File: src/include/ht_defines.svh
// ~~~~~~~~~~~~~~~~~~~~
// Widths of the hash table. Only the values below are supported.
// HT_PTR_W sets the slot count and HT_BUCKET_W the bucket count.
// ~~~~~~~~~~~~~~~~~~~~
`ifndef HT_DEFINES_SVH
`define HT_DEFINES_SVH

`define HT_KEY_W     16  // Key width.
`define HT_VALUE_W   16  // Value width.
`define HT_PTR_W     4   // 16 entry slots.
`define HT_BUCKET_W  3   // 8 buckets.
`define HT_CMD_Q_AW  3   // Command queue holds 8 commands.

`endif

File: src/design/ht_pkg.sv
// ~~~~~~~~~~~~~~~~~~~~
// Data types of the hash table.
// Widths come from the defines header.
// ~~~~~~~~~~~~~~~~~~~~
`include "ht_defines.svh"

package ht_pkg;

  // Payload carried by a command.
  typedef logic [`HT_KEY_W-1:0]    key_t;
  typedef logic [`HT_VALUE_W-1:0]  value_t;

  // Entry slot address.
  typedef logic [`HT_PTR_W-1:0]    ptr_t;

  // Bucket index, the output of the hash.
  typedef logic [`HT_BUCKET_W-1:0] bucket_t;

endpackage

File: src/design/ht_cmd_pkg.sv
// ~~~~~~~~~~~~~~~~~~~~
// Command opcodes, result statuses and engine states.
// Encodings are fixed; the golden file depends on them.
// ~~~~~~~~~~~~~~~~~~~~
package ht_cmd_pkg;

  typedef enum logic [1:0] {
    OP_INSERT = 2'd0,
    OP_SEARCH = 2'd1,
    OP_DELETE = 2'd2
  } opcode_e;

  typedef enum logic [2:0] {
    ST_INSERTED   = 3'd0,
    ST_UPDATED    = 3'd1,
    ST_FOUND      = 3'd2,
    ST_NOT_FOUND  = 3'd3,
    ST_DELETED    = 3'd4,
    ST_TABLE_FULL = 3'd5
  } status_e;

  // Chain-walking engine FSM.
  typedef enum logic [2:0] {
    IDLE,
    WALK,
    INSERT_NEW,
    UNLINK,
    RESPOND
  } eng_state_e;

endpackage

File: src/design/ht_scfifo.sv
// ~~~~~~~~~~~~~~~~~~~~
// Single-clock FIFO with show-ahead output.
// A write when full and a read when empty are ignored.
// ~~~~~~~~~~~~~~~~~~~~
`timescale 1ns/1ns

module ht_scfifo #(
  parameter int DATA_W = 8,
  parameter int ADDR_W = 3
) (
  input  logic              clk_i,
  input  logic              arst_n_i,
  input  logic [DATA_W-1:0] wr_data_i,
  input  logic              wr_req_i,
  input  logic              rd_req_i,
  output logic [DATA_W-1:0] rd_data_o,
  output logic              empty_o,
  output logic              full_o
);

  localparam int DEPTH = 2**ADDR_W;

  logic [DATA_W-1:0] mem [DEPTH];
  logic [ADDR_W-1:0] wr_ptr;
  logic [ADDR_W-1:0] rd_ptr;
  logic [ADDR_W:0]   cnt;     // One bit wider, so full and empty differ.
  logic              wr_en;
  logic              rd_en;

  assign wr_en = wr_req_i && !full_o;
  assign rd_en = rd_req_i && !empty_o;

  always_ff @(posedge clk_i or negedge arst_n_i)
  begin
    if (!arst_n_i)
    begin
      wr_ptr <= '0;
      rd_ptr <= '0;
      cnt    <= '0;
    end
    else
    begin
      if (wr_en)
        wr_ptr <= wr_ptr + 1'b1;
      if (rd_en)
        rd_ptr <= rd_ptr + 1'b1;
      if (wr_en && !rd_en)
        cnt <= cnt + 1'b1;
      else if (rd_en && !wr_en)
        cnt <= cnt - 1'b1;
    end
  end

  always_ff @(posedge clk_i)
  begin
    if (wr_en)
      mem[wr_ptr] <= wr_data_i;
  end

  assign rd_data_o = mem[rd_ptr];  // Head word is always on the output.
  assign empty_o   = (cnt == '0);
  assign full_o    = (cnt == DEPTH[ADDR_W:0]);

endmodule

File: src/design/ht_empty_ptr_storage.sv
// ~~~~~~~~~~~~~~~~~~~~
// Pool of free slot pointers.
// Loads every slot address after reset; ready_o rises after 16 cycles.
// Returns must not arrive before ready_o.
// ~~~~~~~~~~~~~~~~~~~~
`timescale 1ns/1ns
`include "ht_defines.svh"

module ht_empty_ptr_storage (
  input  logic          clk_i,
  input  logic          arst_n_i,
  input  ht_pkg::ptr_t  add_ptr_i,
  input  logic          add_ptr_en_i,
  input  logic          next_ptr_rd_ack_i,
  output ht_pkg::ptr_t  next_ptr_o,
  output logic          next_ptr_val_o,
  output logic          ready_o
);

  ht_pkg::ptr_t init_cnt;
  ht_pkg::ptr_t wr_ptr;
  logic         wr_req;
  logic         fifo_empty;

  // ~~~~~~~~~~~~~~~~~~~~
  // Init sequence.
  always_ff @(posedge clk_i or negedge arst_n_i)
  begin
    if (!arst_n_i)
    begin
      init_cnt <= '0;
      ready_o  <= 1'b0;
    end
    else if (!ready_o)
    begin
      init_cnt <= init_cnt + 1'b1;
      if (init_cnt == '1)
        ready_o <= 1'b1;  // Last address written this cycle.
    end
  end

  // Init counter owns the write port until ready.
  assign wr_ptr = ready_o ? add_ptr_i : init_cnt;
  assign wr_req = ready_o ? add_ptr_en_i : 1'b1;

  ht_scfifo #(
    .DATA_W  ( `HT_PTR_W ),
    .ADDR_W  ( `HT_PTR_W )
  ) ptr_fifo (
    .clk_i      ( clk_i             ),
    .arst_n_i   ( arst_n_i          ),
    .wr_data_i  ( wr_ptr            ),
    .wr_req_i   ( wr_req            ),
    .rd_req_i   ( next_ptr_rd_ack_i ),
    .rd_data_o  ( next_ptr_o        ),
    .empty_o    ( fifo_empty        ),
    .full_o     (                   )
  );

  assign next_ptr_val_o = !fifo_empty;  // Empty pool means a full table.

endmodule

File: src/design/ht_hash_calc.sv
// ~~~~~~~~~~~~~~~~~~~~
// Hash stage. Bucket is the XOR of 3-bit key slices from the LSB.
// Output follows the command by exactly one cycle.
// ~~~~~~~~~~~~~~~~~~~~
`timescale 1ns/1ns
`include "ht_defines.svh"

module ht_hash_calc (
  input  logic                 clk_i,
  input  logic                 arst_n_i,
  input  logic                 cmd_valid_i,
  input  ht_cmd_pkg::opcode_e  cmd_op_i,
  input  ht_pkg::key_t         cmd_key_i,
  input  ht_pkg::value_t       cmd_value_i,
  output logic                 hc_valid_o,
  output ht_cmd_pkg::opcode_e  hc_op_o,
  output ht_pkg::bucket_t      hc_bucket_o,
  output ht_pkg::key_t         hc_key_o,
  output ht_pkg::value_t       hc_value_o
);

  ht_pkg::bucket_t bucket;

  // Key bit i lands on bucket bit i mod 3, which is the slice fold.
  always_comb
  begin
    bucket = '0;
    for (int i = 0; i < `HT_KEY_W; i++)
      bucket[i % `HT_BUCKET_W] = bucket[i % `HT_BUCKET_W] ^ cmd_key_i[i];
  end

  always_ff @(posedge clk_i or negedge arst_n_i)
  begin
    if (!arst_n_i)
      hc_valid_o <= 1'b0;
    else
      hc_valid_o <= cmd_valid_i;
  end

  always_ff @(posedge clk_i)
  begin
    hc_op_o     <= cmd_op_i;
    hc_bucket_o <= bucket;
    hc_key_o    <= cmd_key_i;
    hc_value_o  <= cmd_value_i;
  end

endmodule

File: src/design/ht_engine.sv
// ~~~~~~~~~~~~~~~~~~~~
// Chain-walking engine. Serves one command at a time from the queue.
// New entries go to the chain head. Commands wait for ptr_ready_i.
// Results are non-zero in value only for a found search.
// ~~~~~~~~~~~~~~~~~~~~
`timescale 1ns/1ns
`include "ht_defines.svh"

module ht_engine (
  input  logic                 clk_i,
  input  logic                 arst_n_i,
  input  logic                 q_empty_i,
  input  ht_cmd_pkg::opcode_e  q_op_i,
  input  ht_pkg::bucket_t      q_bucket_i,
  input  ht_pkg::key_t         q_key_i,
  input  ht_pkg::value_t       q_value_i,
  output logic                 q_rd_ack_o,
  input  logic                 ptr_ready_i,
  input  ht_pkg::ptr_t         next_ptr_i,
  input  logic                 next_ptr_val_i,
  output logic                 next_ptr_rd_ack_o,
  output ht_pkg::ptr_t         add_ptr_o,
  output logic                 add_ptr_en_o,
  output logic                 res_valid_o,
  output ht_cmd_pkg::status_e  res_status_o,
  output ht_pkg::value_t       res_value_o
);

  localparam int NUM_BUCKETS = 2**`HT_BUCKET_W;
  localparam int NUM_SLOTS   = 2**`HT_PTR_W;

  ht_cmd_pkg::eng_state_e state;

  // Head table.
  logic [NUM_BUCKETS-1:0] head_val;
  ht_pkg::ptr_t           head_ptr [NUM_BUCKETS];

  // Entry memory.
  ht_pkg::key_t   ent_key      [NUM_SLOTS];
  ht_pkg::value_t ent_value    [NUM_SLOTS];
  ht_pkg::ptr_t   ent_next     [NUM_SLOTS];
  logic           ent_next_val [NUM_SLOTS];

  // Command in service and walk position.
  ht_cmd_pkg::opcode_e op_q;
  ht_pkg::bucket_t     bucket_q;
  ht_pkg::key_t        key_q;
  ht_pkg::value_t      value_q;
  ht_pkg::ptr_t        cur_ptr;
  logic                cur_val;
  ht_pkg::ptr_t        prev_ptr;
  logic                prev_val;  // Low while cur_ptr is the chain head.
  ht_cmd_pkg::status_e status_q;
  ht_pkg::value_t      res_value_q;

  logic accept;
  logic key_hit;

  assign accept  = (state == ht_cmd_pkg::IDLE) && !q_empty_i && ptr_ready_i;
  assign key_hit = cur_val && (ent_key[cur_ptr] == key_q);

  // ~~~~~~~~~~~~~~~~~~~~
  // FSM and head valid bits.
  always_ff @(posedge clk_i or negedge arst_n_i)
  begin
    if (!arst_n_i)
    begin
      state    <= ht_cmd_pkg::IDLE;
      head_val <= '0;
    end
    else
    begin
      case (state)
        ht_cmd_pkg::IDLE:
          if (accept)
            state <= ht_cmd_pkg::WALK;
        ht_cmd_pkg::WALK:
          if (!cur_val)  // End of chain, key absent.
          begin
            if (op_q == ht_cmd_pkg::OP_INSERT && next_ptr_val_i)
              state <= ht_cmd_pkg::INSERT_NEW;
            else
              state <= ht_cmd_pkg::RESPOND;
          end
          else if (key_hit)
          begin
            if (op_q == ht_cmd_pkg::OP_DELETE)
              state <= ht_cmd_pkg::UNLINK;
            else
              state <= ht_cmd_pkg::RESPOND;
          end
        ht_cmd_pkg::INSERT_NEW:
        begin
          head_val[bucket_q] <= 1'b1;
          state              <= ht_cmd_pkg::RESPOND;
        end
        ht_cmd_pkg::UNLINK:
        begin
          if (!prev_val)
            head_val[bucket_q] <= ent_next_val[cur_ptr];  // Chain may go empty.
          state <= ht_cmd_pkg::RESPOND;
        end
        default:
          state <= ht_cmd_pkg::IDLE;
      endcase
    end
  end

  // ~~~~~~~~~~~~~~~~~~~~
  // Walk registers and table memories.
  always_ff @(posedge clk_i)
  begin
    case (state)
      ht_cmd_pkg::IDLE:
        if (accept)
        begin
          op_q        <= q_op_i;
          bucket_q    <= q_bucket_i;
          key_q       <= q_key_i;
          value_q     <= q_value_i;
          cur_ptr     <= head_ptr[q_bucket_i];
          cur_val     <= head_val[q_bucket_i];
          prev_val    <= 1'b0;
          res_value_q <= '0;
        end
      ht_cmd_pkg::WALK:
        if (!cur_val)
        begin
          if (op_q != ht_cmd_pkg::OP_INSERT)
            status_q <= ht_cmd_pkg::ST_NOT_FOUND;
          else if (next_ptr_val_i)
            status_q <= ht_cmd_pkg::ST_INSERTED;
          else
            status_q <= ht_cmd_pkg::ST_TABLE_FULL;
        end
        else if (key_hit)
        begin
          case (op_q)
            ht_cmd_pkg::OP_INSERT:
            begin
              ent_value[cur_ptr] <= value_q;  // Overwrite in place.
              status_q           <= ht_cmd_pkg::ST_UPDATED;
            end
            ht_cmd_pkg::OP_SEARCH:
            begin
              res_value_q <= ent_value[cur_ptr];
              status_q    <= ht_cmd_pkg::ST_FOUND;
            end
            default:
              status_q <= ht_cmd_pkg::ST_DELETED;
          endcase
        end
        else
        begin
          prev_ptr <= cur_ptr;
          prev_val <= 1'b1;
          cur_ptr  <= ent_next[cur_ptr];
          cur_val  <= ent_next_val[cur_ptr];
        end
      ht_cmd_pkg::INSERT_NEW:
      begin
        // Link the fresh slot in front of the old head.
        ent_key[next_ptr_i]      <= key_q;
        ent_value[next_ptr_i]    <= value_q;
        ent_next[next_ptr_i]     <= head_ptr[bucket_q];
        ent_next_val[next_ptr_i] <= head_val[bucket_q];
        head_ptr[bucket_q]       <= next_ptr_i;
      end
      ht_cmd_pkg::UNLINK:
        if (prev_val)
        begin
          ent_next[prev_ptr]     <= ent_next[cur_ptr];
          ent_next_val[prev_ptr] <= ent_next_val[cur_ptr];
        end
        else
          head_ptr[bucket_q] <= ent_next[cur_ptr];
      default:
      begin
      end
    endcase
  end

  assign q_rd_ack_o        = accept;
  assign next_ptr_rd_ack_o = (state == ht_cmd_pkg::INSERT_NEW);
  assign add_ptr_o         = cur_ptr;  // Slot being unlinked.
  assign add_ptr_en_o      = (state == ht_cmd_pkg::UNLINK);
  assign res_valid_o       = (state == ht_cmd_pkg::RESPOND);
  assign res_status_o      = status_q;
  assign res_value_o       = res_value_q;

endmodule

File: src/design/ht_top.sv
// ~~~~~~~~~~~~~~~~~~~~
// Hash table top level. Wait for ready_o before sending commands.
// At most 8 commands may be outstanding; extra ones are lost.
// ~~~~~~~~~~~~~~~~~~~~
`timescale 1ns/1ns
`include "ht_defines.svh"

module ht_top (
  input  logic                 clk_i,
  input  logic                 arst_n_i,
  input  logic                 cmd_valid_i,
  input  ht_cmd_pkg::opcode_e  cmd_op_i,
  input  ht_pkg::key_t         cmd_key_i,
  input  ht_pkg::value_t       cmd_value_i,
  output logic                 res_valid_o,
  output ht_cmd_pkg::status_e  res_status_o,
  output ht_pkg::value_t       res_value_o,
  output logic                 ready_o
);

  localparam int OP_W  = $bits(ht_cmd_pkg::opcode_e);
  localparam int CMD_W = OP_W + `HT_BUCKET_W + `HT_KEY_W + `HT_VALUE_W;

  // Queue word is {op, bucket, key, value}, value in the LSBs.
  localparam int KEY_LSB    = `HT_VALUE_W;
  localparam int BUCKET_LSB = KEY_LSB + `HT_KEY_W;
  localparam int OP_LSB     = BUCKET_LSB + `HT_BUCKET_W;

  logic                hc_valid;
  ht_cmd_pkg::opcode_e hc_op;
  ht_pkg::bucket_t     hc_bucket;
  ht_pkg::key_t        hc_key;
  ht_pkg::value_t      hc_value;
  logic [CMD_W-1:0]    q_wr_data;
  logic [CMD_W-1:0]    q_rd_data;
  logic                q_empty;
  logic                q_rd_ack;
  ht_cmd_pkg::opcode_e q_op;
  ht_pkg::ptr_t        next_ptr;
  logic                next_ptr_val;
  logic                next_ptr_rd_ack;
  ht_pkg::ptr_t        add_ptr;
  logic                add_ptr_en;

  ht_hash_calc hash_calc (
    .clk_i        ( clk_i       ),
    .arst_n_i     ( arst_n_i    ),
    .cmd_valid_i  ( cmd_valid_i ),
    .cmd_op_i     ( cmd_op_i    ),
    .cmd_key_i    ( cmd_key_i   ),
    .cmd_value_i  ( cmd_value_i ),
    .hc_valid_o   ( hc_valid    ),
    .hc_op_o      ( hc_op       ),
    .hc_bucket_o  ( hc_bucket   ),
    .hc_key_o     ( hc_key      ),
    .hc_value_o   ( hc_value    )
  );

  assign q_wr_data = {hc_op, hc_bucket, hc_key, hc_value};

  ht_scfifo #(
    .DATA_W  ( CMD_W        ),
    .ADDR_W  ( `HT_CMD_Q_AW )
  ) cmd_queue (
    .clk_i      ( clk_i     ),
    .arst_n_i   ( arst_n_i  ),
    .wr_data_i  ( q_wr_data ),
    .wr_req_i   ( hc_valid  ),
    .rd_req_i   ( q_rd_ack  ),
    .rd_data_o  ( q_rd_data ),
    .empty_o    ( q_empty   ),
    .full_o     (           )
  );

  assign q_op = ht_cmd_pkg::opcode_e'(q_rd_data[OP_LSB +: OP_W]);

  ht_empty_ptr_storage ptr_storage (
    .clk_i              ( clk_i           ),
    .arst_n_i           ( arst_n_i        ),
    .add_ptr_i          ( add_ptr         ),
    .add_ptr_en_i       ( add_ptr_en      ),
    .next_ptr_rd_ack_i  ( next_ptr_rd_ack ),
    .next_ptr_o         ( next_ptr        ),
    .next_ptr_val_o     ( next_ptr_val    ),
    .ready_o            ( ready_o         )
  );

  ht_engine engine (
    .clk_i              ( clk_i                                      ),
    .arst_n_i           ( arst_n_i                                   ),
    .q_empty_i          ( q_empty                                    ),
    .q_op_i             ( q_op                                       ),
    .q_bucket_i         ( q_rd_data[BUCKET_LSB +: `HT_BUCKET_W]      ),
    .q_key_i            ( q_rd_data[KEY_LSB +: `HT_KEY_W]            ),
    .q_value_i          ( q_rd_data[0 +: `HT_VALUE_W]                ),
    .q_rd_ack_o         ( q_rd_ack                                   ),
    .ptr_ready_i        ( ready_o                                    ),
    .next_ptr_i         ( next_ptr                                   ),
    .next_ptr_val_i     ( next_ptr_val                               ),
    .next_ptr_rd_ack_o  ( next_ptr_rd_ack                            ),
    .add_ptr_o          ( add_ptr                                    ),
    .add_ptr_en_o       ( add_ptr_en                                 ),
    .res_valid_o        ( res_valid_o                                ),
    .res_status_o       ( res_status_o                               ),
    .res_value_o        ( res_value_o                                )
  );

endmodule

File: config.mk
export PLATFORM = sky130hd
export DESIGN_NAME = ht_top
export DESIGN_NICKNAME = d
export VERILOG_FILES = /design/src/design/ht_pkg.sv /design/src/design/ht_cmd_pkg.sv /design/src/design/ht_scfifo.sv /design/src/design/ht_empty_ptr_storage.sv /design/src/design/ht_hash_calc.sv /design/src/design/ht_engine.sv /design/src/design/ht_top.sv
export VERILOG_INCLUDE_DIRS = /design/src /design/src/include
export SDC_FILE = /design/constraint.sdc
export NUM_CORES = 1
export LEC_CHECK = 0
export ABC_AREA = 1
export BUFFER_PORTS_ARGS = -buffer_cell sky130_fd_sc_hd__buf_4
export CORE_AREA = 2 2 301 303
export CTS_BUF_LIST = sky130_fd_sc_hd__clkbuf_16
export DETAILED_ROUTE_END_ITERATION = 12
export DIE_AREA = 0 0 303 305
export HOLD_SLACK_MARGIN = 0.08
export PLACE_DENSITY = 0.66
export REMOVE_ABC_BUFFERS = 1
export SETUP_SLACK_MARGIN = 0.2
export SYNTH_ARGS = -nofsm -noshare
export SYNTH_HDL_FRONTEND = slang
export SYNTH_SLANG_ARGS = --single-unit
File: constraint.sdc
create_clock -name clk_i -period 3.6 [get_ports clk_i]
set_input_delay 0.18 -clock clk_i [delete_from_list [all_inputs] [get_ports clk_i]]
set_output_delay 0.18 -clock clk_i [all_outputs]
set_load 0.01 [all_outputs]
# Word level (Yosys, flattened, before mapping)
# Memories as Yosys holds them, arrays and structs flattened. A register that Yosys moved wholly into a read port is not among the register bits.
# Index checks and enable logic that the tools add are counted.
# word_totals
regBits	143
mem_bits_rw	984
input_bits	37
output_inout_bits	21
elab_cells	197
n_memories	7
# classes
addsub	9
order_cmp	3
eq_ne	18
n_mux	77
bitwise	16
n_reduce_logical	42
# mem_list
memory	words	word_bits	rd	rd_clocked_by_memory_dff	wr	line_no	text
cmd_queue.mem	8	37	1	0	1	ht_scfifo.sv:23	logic [DATA_W-1:0] mem [DEPTH];
engine.ent_key	16	16	1	1	1	ht_engine.sv:39	ht_pkg::key_t ent_key [NUM_SLOTS];
engine.ent_value	16	16	1	1	1	ht_engine.sv:40	ht_pkg::value_t ent_value [NUM_SLOTS];
engine.ent_next	16	4	1	1	1	ht_engine.sv:41	ht_pkg::ptr_t ent_next [NUM_SLOTS];
ptr_storage.ptr_fifo.mem	16	4	1	0	1	ht_scfifo.sv:23	
engine.head_ptr	8	4	2	1	1	ht_engine.sv:36	ht_pkg::ptr_t head_ptr [NUM_BUCKETS];
+1 memories	--	--	--	--	--	--	
# op_table
cell	count
$mux 16	5
$mux 4	15
$mux 1	33
$pmux 16 s2	1
$mux 3	10
$add 4x1->4 const B	4
$eq 16x16->1	1
$pmux 8 s2	1
$reduce_or 16->1	1
$logic_and 1x1->1	13
$xor 1x1->1	13
$mux 5	2
$reduce_and 2->1	5
$reduce_bool 2->1	5
$pmux 3 s3	1
$bwmux 8	1
$eq 4x4->1 const B	2
$logic_not 1->1	8
$lt 3x4->1 const B	2
$mux 8	1
$ne 2x2->1 const B	4
$or 8x8->8	1
$pmux 4 s2	1
$add 3x1->3 const B	2
28 further kinds	33

# Longest topological paths before layout
# Gate-level depths: netlist of run 1.
# logic_depth
word_depth	8
ltp_mapped	18
ltp_nobuf	16

# By module
# From an unflattened synthesis of run 1, not the netlist that was laid out.
# unflattened
hier_cells	3972
area_unflattened_um2	46149.3
# by_module_without_submodules
module	n_inst	cells_per_inst	area_each_um2	seq_area_each_um2
ht_engine	1	2405	28837.7	21135.3
ht_scfifo (cmd_queue)	1	1066	12369.4	9138.8
ht_scfifo (ptr_storage.ptr_fifo)	1	372	3661.0	2247.2
ht_hash_calc	1	89	992.2	765.7
ht_empty_ptr_storage	1	40	289.0	125.1

# Worst setup path after synthesis of run 1
# OpenSTA, ideal clock, no wires.
# synth_timing
path_type	reg2reg
start	register cmd_queue.cnt[0]
end	memory cmd_queue.mem[0][0] in the netlist's numbering (enable)
setup_ps	431
t_arrival_ps	2772
t_required_ps	3169
path_slack_ps	397
path_stages_with_launch	8
path_buffers	1
period_less_slack_ps	3203
cell_sequence	dfrtp_1 > nor2_1 > nand3b_1 > and2_1 > clkbuf_1 > inv_1 > or2_2 > nor2_1
# synth_via
elab_chain_cells	5
# synth_lines
element	line_no	text
start: declaration	ht_scfifo.sv:26	logic [ADDR_W:0] cnt;
start signal: assignment	ht_scfifo.sv:48	cnt <= cnt + 1'b1;
start signal: assignment	ht_scfifo.sv:50	cnt <= cnt - 1'b1;
$eq 4x4->1	ht_scfifo.sv:62	assign full_o = (cnt == DEPTH[ADDR_W:0]);
$logic_not 1->1	ht_scfifo.sv:30	assign wr_en = wr_req_i && !full_o;
$logic_and 1x1->1	ht_scfifo.sv:30	
net cmd_queue.wr_en	ht_scfifo.sv:27	logic wr_en;
$mux 1	ht_scfifo.sv:56	if (wr_en)
$mux 1 (implied by the code)	ht_scfifo.sv:57	mem[wr_ptr] <= wr_data_i;
end: declaration	ht_scfifo.sv:23	
# The timed path passes the listed nets, and every way through them passes these cells.

==> results.md, run 1 <==
- Area growth from synthesis to final layout: 14.0%
- Number of nets in the final layout: about 3800
- Most area-consuming cells after synthesis: edfxtp_1 (70%), nor2_1 (5.4%), o21ai_0 (4.7%), nand2_1 (3.7%), dfrtp_1 (2.2%)
- Maximum number of pins on one net before global-route repair: slightly above 80
- Sw Share: between 30 and 40%
- Final worst-path cycle share: a little under 90%
- Synthesized area per cell: around 12 sq um
- Post-route worst setup slack: approximately 0.39 ns
- Share of final-layout standard cells stronger than drive strength 1: between 10% and 20%
- CTS buffer count: 110
- Worst clock skew on the final layout: 0.0421 ns
- Clock Latency Late Sink: 0.70 ns
- Starting density of the core: 50.4%
- Post-synthesis sequential area ratio: about 74%
- Number of cell rows: 110
- Number of synthesized flops with an enable pin: 1050
- Number of max-capacitance violations reported: 0
- Final-report max-slew violation count: 0
- Required arrival time at the worst endpoint: about 4.1 ns
- Horizontal extent of the die: 303 um
- Most frequent standard cell in the layout excluding fill and tap cells: edfxtp_1
- Clock transition at the registers of the reported paths: 0.06 ns
- Vias in the first global route: about 27000
- Port Buffers: 57
- Share of Yosys cell area claimed by the top area cell type: 70.0%
- Number of endpoints failing setup at the final stage: 0
- Kind of critical path: flip-flop to flip-flop
- Inst Count DP: between 4000 and 5000
- Share of async-settable or async-resettable flops after synthesis: under 10%
- Combinational power share: between 30 and 40%
- Cell Count, Final, Fillers Out: 5018
- Drt initial violations: 2819
- Relative contribution of sequential cells to total power: between 40% and 50%
- Placed wire-length estimate after detailed placement: 60.1 mm
- Maximum root-to-sink buffer count: 3
- Crit path max fanout: 80
- Netlist cell types: 40
- Internal power: around 28000 uW
- Height of the die: a little over 300 um
- Placement Cell Area: about 47000 sq um
- Worst hold-check path type: input port to flip-flop
- Synthesized flop and latch total: roughly 1100
- Count of antenna-violating nets left after detailed routing: 0
- Wire length per cell: roughly 21 um
- Layout Cell Area excl Fill: slightly above 50000 sq um
- Switching pwr: between 15000 and 20000 uW
- CTS tree: built
- Placement Setup Slack: between 0.3 and 0.4 ns
- Clock tree root buffer cell: clkbuf_16
- DIE AREA: slightly above 90000 sq um
- Total global routing track utilization: about 22%
- Worst slew slack as a fraction of its limit: around 16%
- Most used flip-flop cell after synthesis: edfxtp_1
- Worst voltage drop across the vdd grid: between 0.0007 and 0.0008 V
- Post-route core utilization: a little under three fifths
- # clock sinks: between 1000 and 1500
- Setup TNS: 0 ns
- Via count: around 28000
- Post-synth top area cell: edfxtp_1
- Worst slew pin tran: between 1 and 1.5 ns
- Vias per std cell: between 5 and 6
- Total wirelength of the detailed-routed design: approximately 100 mm
- Count of unresolved DRC violations after routing: 1
- Power density cells: between 800 and 900 nW/um^2
- Core outline area: slightly below 90000 sq um
- Hold Vio Cnt, Final: 0
- Run status: finished with violations
- Number of top-level design ports: between 50 and 60
- Mapped Area: ~45000 sq um
- Reported leakage power: about 0.018 uW
- First-pass iteration count of the detailed router: 11
- Wire length of the first global-routing pass: roughly 160 mm
- Clock share of power: between 20% and 30%
- Leading cell types in the layout, fill and taps excluded: edfxtp_1 (1050), nor2_1 (613), nand2_1 (441)
- Mapped Cells: between 3000 and 4000
- Final GP Congestion: 0.838
- Initial antenna violation count: 1
- Number of diodes added for antenna fixing: 0
- Number of warnings reported in the yosys synthesis log: 0
- Failing checks: DRC
- RSZ-0062 raised after global routing: true
- Final global-route overflow total: 0
- Achievable clock frequency: ~0.31 GHz
- Setup crit start kind: flip-flop
- Shortest period the worst path allows: 3.21 ns
- Maximum level of the CTS H-tree: 3
- Data arrival time of the critical path: 3.71 ns
- Endpoint kind of the worst setup timing path: flip-flop
-- cells in the mapped netlist (all sizes together), types with 44 or more instances --
master,instances
edfxtp,1050
nor2,654
nand2,446
o21ai,445
nand3,185
inv,180
clkbuf,133
o221ai,71
buf,67
o22ai,66
o211ai,61
dfxtp,44
-- path summary, 6_finish.rpt --
path	startpoint	end	slack, ns	depth (start not counted)
worst min register to register	engine.add_ptr_o[1]	engine.prev_ptr[1]	0.48	0
worst max register to register	flip-flop	engine.ent_next_val[15]	0.39	9
max in group asynchronous	arst_n_i	cmd_queue.rd_ptr[0]	2.83	4
min in group asynchronous	arst_n_i	ptr_storage.ptr_fifo.wr_ptr[2]	0.52	4
worst max-delay path	flip-flop	engine.ent_next_val[15]	0.39	9
worst min-delay path	cmd_value_i[13]	hash_calc.hc_value_o[13]	0.13	2
-- power groups by stage --
stage / combinational [uW] / clock [uW] / sequential (uW)
floorplan: 7390 / 0 / 19300
global placement: 13200 / 0 / 19300
detailed placement: 13400 / 0 / 19300
CTS: 13500 / 11500 / 19100
global route: 15000 / 12000 / 19300
finish: 13600 / 11300 / 19000
-- critical path, cell delays in order (launching register included) --
cell and delay (ns):
dfxtp_4 0.48, buf_12 0.36, buf_4 0.45, o21ai_0 0.16
o221ai_1 0.32, o211ai_1 0.17, nand2_1 0.49, nor2_1 0.08
a31oi_1 0.20, buf_4 0.27
-- layout make-up --
type,count,area (sq um)
inverters,186,713
clock buffers,110,2750
multi-input cells,2104,10300
fillers,6961,38000
repair buffers,213,1880
clock inverters,95,835
flip-flops and latches,1134,33400
well taps,1176,1470
-- metal layers --
metal / vias to the layer above / part of all wire, % / global-route usage [%]
li1: 13300 / - / -
met1: 13900 / 43 / 32.5
met2: 963 / 48 / 35.8
met3: 173 / 6.2 / 2.74
met4: 0 / 2.7 / 7.17
met5: - / 0 / 0
-- repair_timing --
item | in CTS | in global routing
gates resized for setup | 0 | 8
setup buffers | 0 | 1
hold endpoints to repair | 78 | 0
setup endpoints to repair | 0 | 261
hold buffers | 38 | 0
-- stage by stage --
step                total power [uW]  hold slack (ns)
finish                         43900            0.128
global route                   46300            0.112
CTS                            44100           0.0822
detailed placement             32700            0.209
global placement               32500            0.208
floorplan                      26700           -0.116
-- kinds of logic after synthesis --
family / share of synthesized area (%)
AND/OR/NAND/NOR: 11.6
XOR/XNOR: 0.564
multiplexers: 0.244
buffers and inverters: 3.39
AO/OA/AOI/OAI: 9.52
flip-flops: 74.1
adder cells (fa/ha/maj): 0.505
-- state kept, by name, summed over array words and instances (netlist names), 4 cells and up, named ones only --
register	flops
engine.prev_ptr	4
ptr_storage.ptr_fifo.cnt	5
engine.ent_key	256
ptr_storage.ptr_fifo.wr_ptr	4
engine.ent_next_val	16
engine.ent_value	256
engine.res_value_o	16
engine.head_val	8
cmd_queue.mem	296
engine.ent_next	64
ptr_storage.ptr_fifo.rd_ptr	4
engine.key_q	16
engine.value_q	16
ptr_storage.ptr_fifo.mem	64
hash_calc.hc_key_o	16
hash_calc.hc_value_o	16
engine.add_ptr_o	4
ptr_storage.init_cnt	4
cmd_queue.cnt	4
engine.head_ptr	32
No activity file was read; power rests on OpenSTA's default activity.
==> inputs of run 2 (changes only) <==
--- a/config.mk
+++ b/config.mk
@@ -8,12 +8,12 @@
 export LEC_CHECK = 0
 export ABC_AREA = 1
 export BUFFER_PORTS_ARGS = -buffer_cell sky130_fd_sc_hd__buf_4
-export CORE_AREA = 2 2 301 303
+export CORE_AREA = 2 2 271 273
 export CTS_BUF_LIST = sky130_fd_sc_hd__clkbuf_16
 export DETAILED_ROUTE_END_ITERATION = 12
-export DIE_AREA = 0 0 303 305
+export DIE_AREA = 0 0 273 275
 export HOLD_SLACK_MARGIN = 0.08
-export PLACE_DENSITY = 0.66
+export PLACE_DENSITY = 0.79
 export REMOVE_ABC_BUFFERS = 1
 export SETUP_SLACK_MARGIN = 0.2
 export SYNTH_ARGS = -nofsm -noshare
==> run 2 against run 1 <==
Against the previous run:
- the flow now finishes without violations
- via count is 3.6% higher
- register-to-register slack worse by 0.06 ns
- flip-flop and latch count stayed put
- utilization is 13 points higher
- final cell count is 4.4% lower
- clock skew is 0.0073 ns higher
- global-route usage is 5.0 points higher
==> results.md, run 2 (synthesized netlist as in run 1, its figures left out) <==
- # clock sinks: 1134
- Initial antenna violation count: 3
- Number of nets in the final layout: between 3000 and 4000
- Number of max-capacitance violations reported: 0
- Critical Path Slowest Stage Cell: dfxtp_4
- Run status: completed
- Leading cell types in the layout, fill and taps excluded: edfxtp_1 (1050), nor2_1 (616), nand2_1 (441)
- Area growth from synthesis to final layout: 13.6%
- Placed wire-length estimate after detailed placement: approximately 60 mm
- Clock tree root buffer cell: clkbuf_16
- Worst hold path startpoint: cmd_op_i[0]
- Maximum root-to-sink buffer count: 3
- Endpoint kind of the worst setup timing path: flip-flop
- Number of cell rows: 99
- Via count: 29300
- Share of final-layout standard cells stronger than drive strength 1: between 10% and 20%
- First-pass iteration count of the detailed router: 8
- Max FFs per register: approximately 300
- Data arrival time of the critical path: about 3.6 ns
- CTS buffer count: about 110
- Total wirelength of the detailed-routed design: about 100 mm
- Starting density of the core: between 60% and 70%
- Vias per std cell: roughly 6.1
- Area of all sequential standard cells: approximately 33000 sq um
- Worst slew pin tran: 1.10 ns
- Drt initial violations: between 3000 and 4000
- Most frequent standard cell in the layout excluding fill and tap cells: edfxtp_1
- Clock transition at the registers of the reported paths: approximately 0.06 ns
- Worst voltage drop across the vdd grid: 0.000574 V
- Maximum level of the CTS H-tree: 3
- Final global-route overflow total: 0
- Clock Latency Late Sink: 0.70 ns
- Power density cells: roughly 860 nW/um^2
- Layout Cell Area excl Fill: ~51000 sq um
- Wire length per cell: 21.9 um
- Shortest period the worst path allows: 3.27 ns
- Combined area of the multi-input logic cells: between 10000 and 15000 sq um
- Crit path max fanout: 56
- Setup slack of the most critical reg-to-reg path: between 0.3 and 0.4 ns
- Maximum number of pins on one net before global-route repair: around 120
- Achievable clock frequency: approximately 0.31 GHz
- Wire length of the first global-routing pass: 158 mm
- Overall power consumption: roughly 44000 uW
- Reported leakage power: around 0.018 uW
- Capture point of the worst reg-to-reg path: engine.ent_value[6][11]
- Largest Register: cmd_queue.mem
- Final worst-path cycle share: between 90 and 100%
- Required arrival time at the worst endpoint: ~4.0 ns
- RSZ-0062 raised after global routing: false
- Ordered cell list for the critical path: buf_4 -> buf_16 -> nor2_1 -> nor2_1 -> o21ai_1 -> nand3_1 -> nand3_1 -> nand3_1 -> nand2_1 -> nor2_1 -> nand2_1 -> nor2_4 -> nand4_1 -> nand2_4 -> nand2_2 -> nor2_2 -> buf_4
- Regs by FF count: cmd_queue.mem x296, engine.ent_key x256, engine.ent_value x256
- Fill cell instance count of the final layout: 4528
- Worst slew slack as a fraction of its limit: between 20% and 30%
- Placement Cell Area: ~47000 sq um
- Buf+Inv Stages, Crit Path: 3
- Number of cells on the worst reg-to-reg path: 17
- Count of antenna-violating nets left after detailed routing: 0
- Hold-critical path depth: 2
- Core outline area: a little over 70000 sq um
- Hold Vio Cnt, Final: 0
- Number of top-level design ports: 58
- Worst hold-check path type: input port to flip-flop
- Count of unresolved DRC violations after routing: 0
- Setup crit start kind: flip-flop
- Height of the die: approximately 280 um
- Largest delay share family, worst path: simple AND/OR/NAND/NOR gates
- Final GP Congestion: slightly below 0.9
- Worst clock skew on the final layout: 0.0494 ns
- DIE AREA: 75100 sq um
- Hold Path Sink: hash_calc.hc_op_o[0]
- CTS tree: built
- Total global routing track utilization: ~28%
- CP peak stage delay: between 0.4 and 0.5 ns
- Vias in the first global route: 28300
- Number of endpoints failing setup at the final stage: 0
- Horizontal extent of the die: 273 um
- Final-report max-slew violation count: 0
- Kind of critical path: flip-flop to flip-flop
- Port Buffers: 57
run 2: changes by cell type in the layout (fill, tap and decap cells not counted), moves of 2 or more:
cell,before,now
nor2_2,31,28
nor2_1,613,616
buf_12,11,13
inv_1,201,195
buf_4,161,148
buf_6,2,8
inv_16,1,3
clkinvlp_4,4,1
clkinv_1,21,29
run 2: worst register-to-register path, cell delays in order, from the launching register on:
cell     delay, ns
dfxtp_4       0.46
buf_4         0.17
buf_16        0.24
nor2_1        0.10
nor2_1        0.09
o21ai_1       0.07
nand3_1       0.07
nand3_1       0.12
nand3_1       0.11
nand2_1       0.08
nor2_1        0.21
nand2_1       0.14
nor2_4        0.21
nand4_1       0.18
nand2_4       0.16
nand2_2       0.13
nor2_2        0.10
buf_4         0.28
run 2: layout make-up:
cell class | count | area share [%]
antenna | 1 | 0.00489
clock buffer | 107 | 5.23
clock inverter | 94 | 1.72
inverter | 186 | 1.41
multi-input combinational | 2104 | 20.1
sequential | 1134 | 65.3
tap | 959 | 2.34
timing repair buffer | 213 | 3.91
run 2: per-layer routing:
metal	vias to the layer above	GRT usage [%]	routed length, um
met5	-	0	13
met4	2	11.0	3340
met3	229	3.98	9890
met2	1685	45.2	51400
met1	14100	37.6	40200
li1	13300	-	-
run 2: what timing repair did:
item | CTS | global route
setup buffers | 0 | 5
hold endpoints to repair | 78 | 0
setup endpoints to repair | 0 | 325
gates resized for setup | 0 | 19
hold buffers | 38 | 0
run 2: power breakdown:
part / total [uW] / internal, uW / leakage, uW / switching [uW]
clock: 11200 / 6380 / 0.00183 / 4840
sequential: 19100 / 17400 / 0.0104 / 1630
combinational: 13900 / 4140 / 0.00587 / 9790
run 2: how the worst max path moves through the flow:
stage                          from                       end  slack [ns]  depth (start not counted)
final                     flip-flop   engine.ent_value[6][11]        0.33                         17
after global routing      flip-flop  engine.ent_value[13][13]        0.15                         17
after CTS                 flip-flop   engine.ent_value[7][14]        0.20                         15
after detailed placement  flip-flop   engine.ent_value[7][11]        0.25                         15
after global placement    flip-flop   engine.ent_value[7][11]        0.37                         15
after floorplan           flip-flop    engine.ent_value[0][0]       -8.36                         16
run 2: stage by stage:
step	setup WS [ns]	hold WS [ns]	utilization, %	std cells	setup TNS [ns]
global placement	0.369	0.206	65.1	4550	0
CTS	0.204	0.108	70.5	4789	0
finish	0.330	0.141	70.8	4798	0
global route	0.154	0.130	70.8	4798	0
detailed placement	0.253	0.195	65.1	4550	0
floorplan	-8.36	-0.116	-	3424	-3532.12
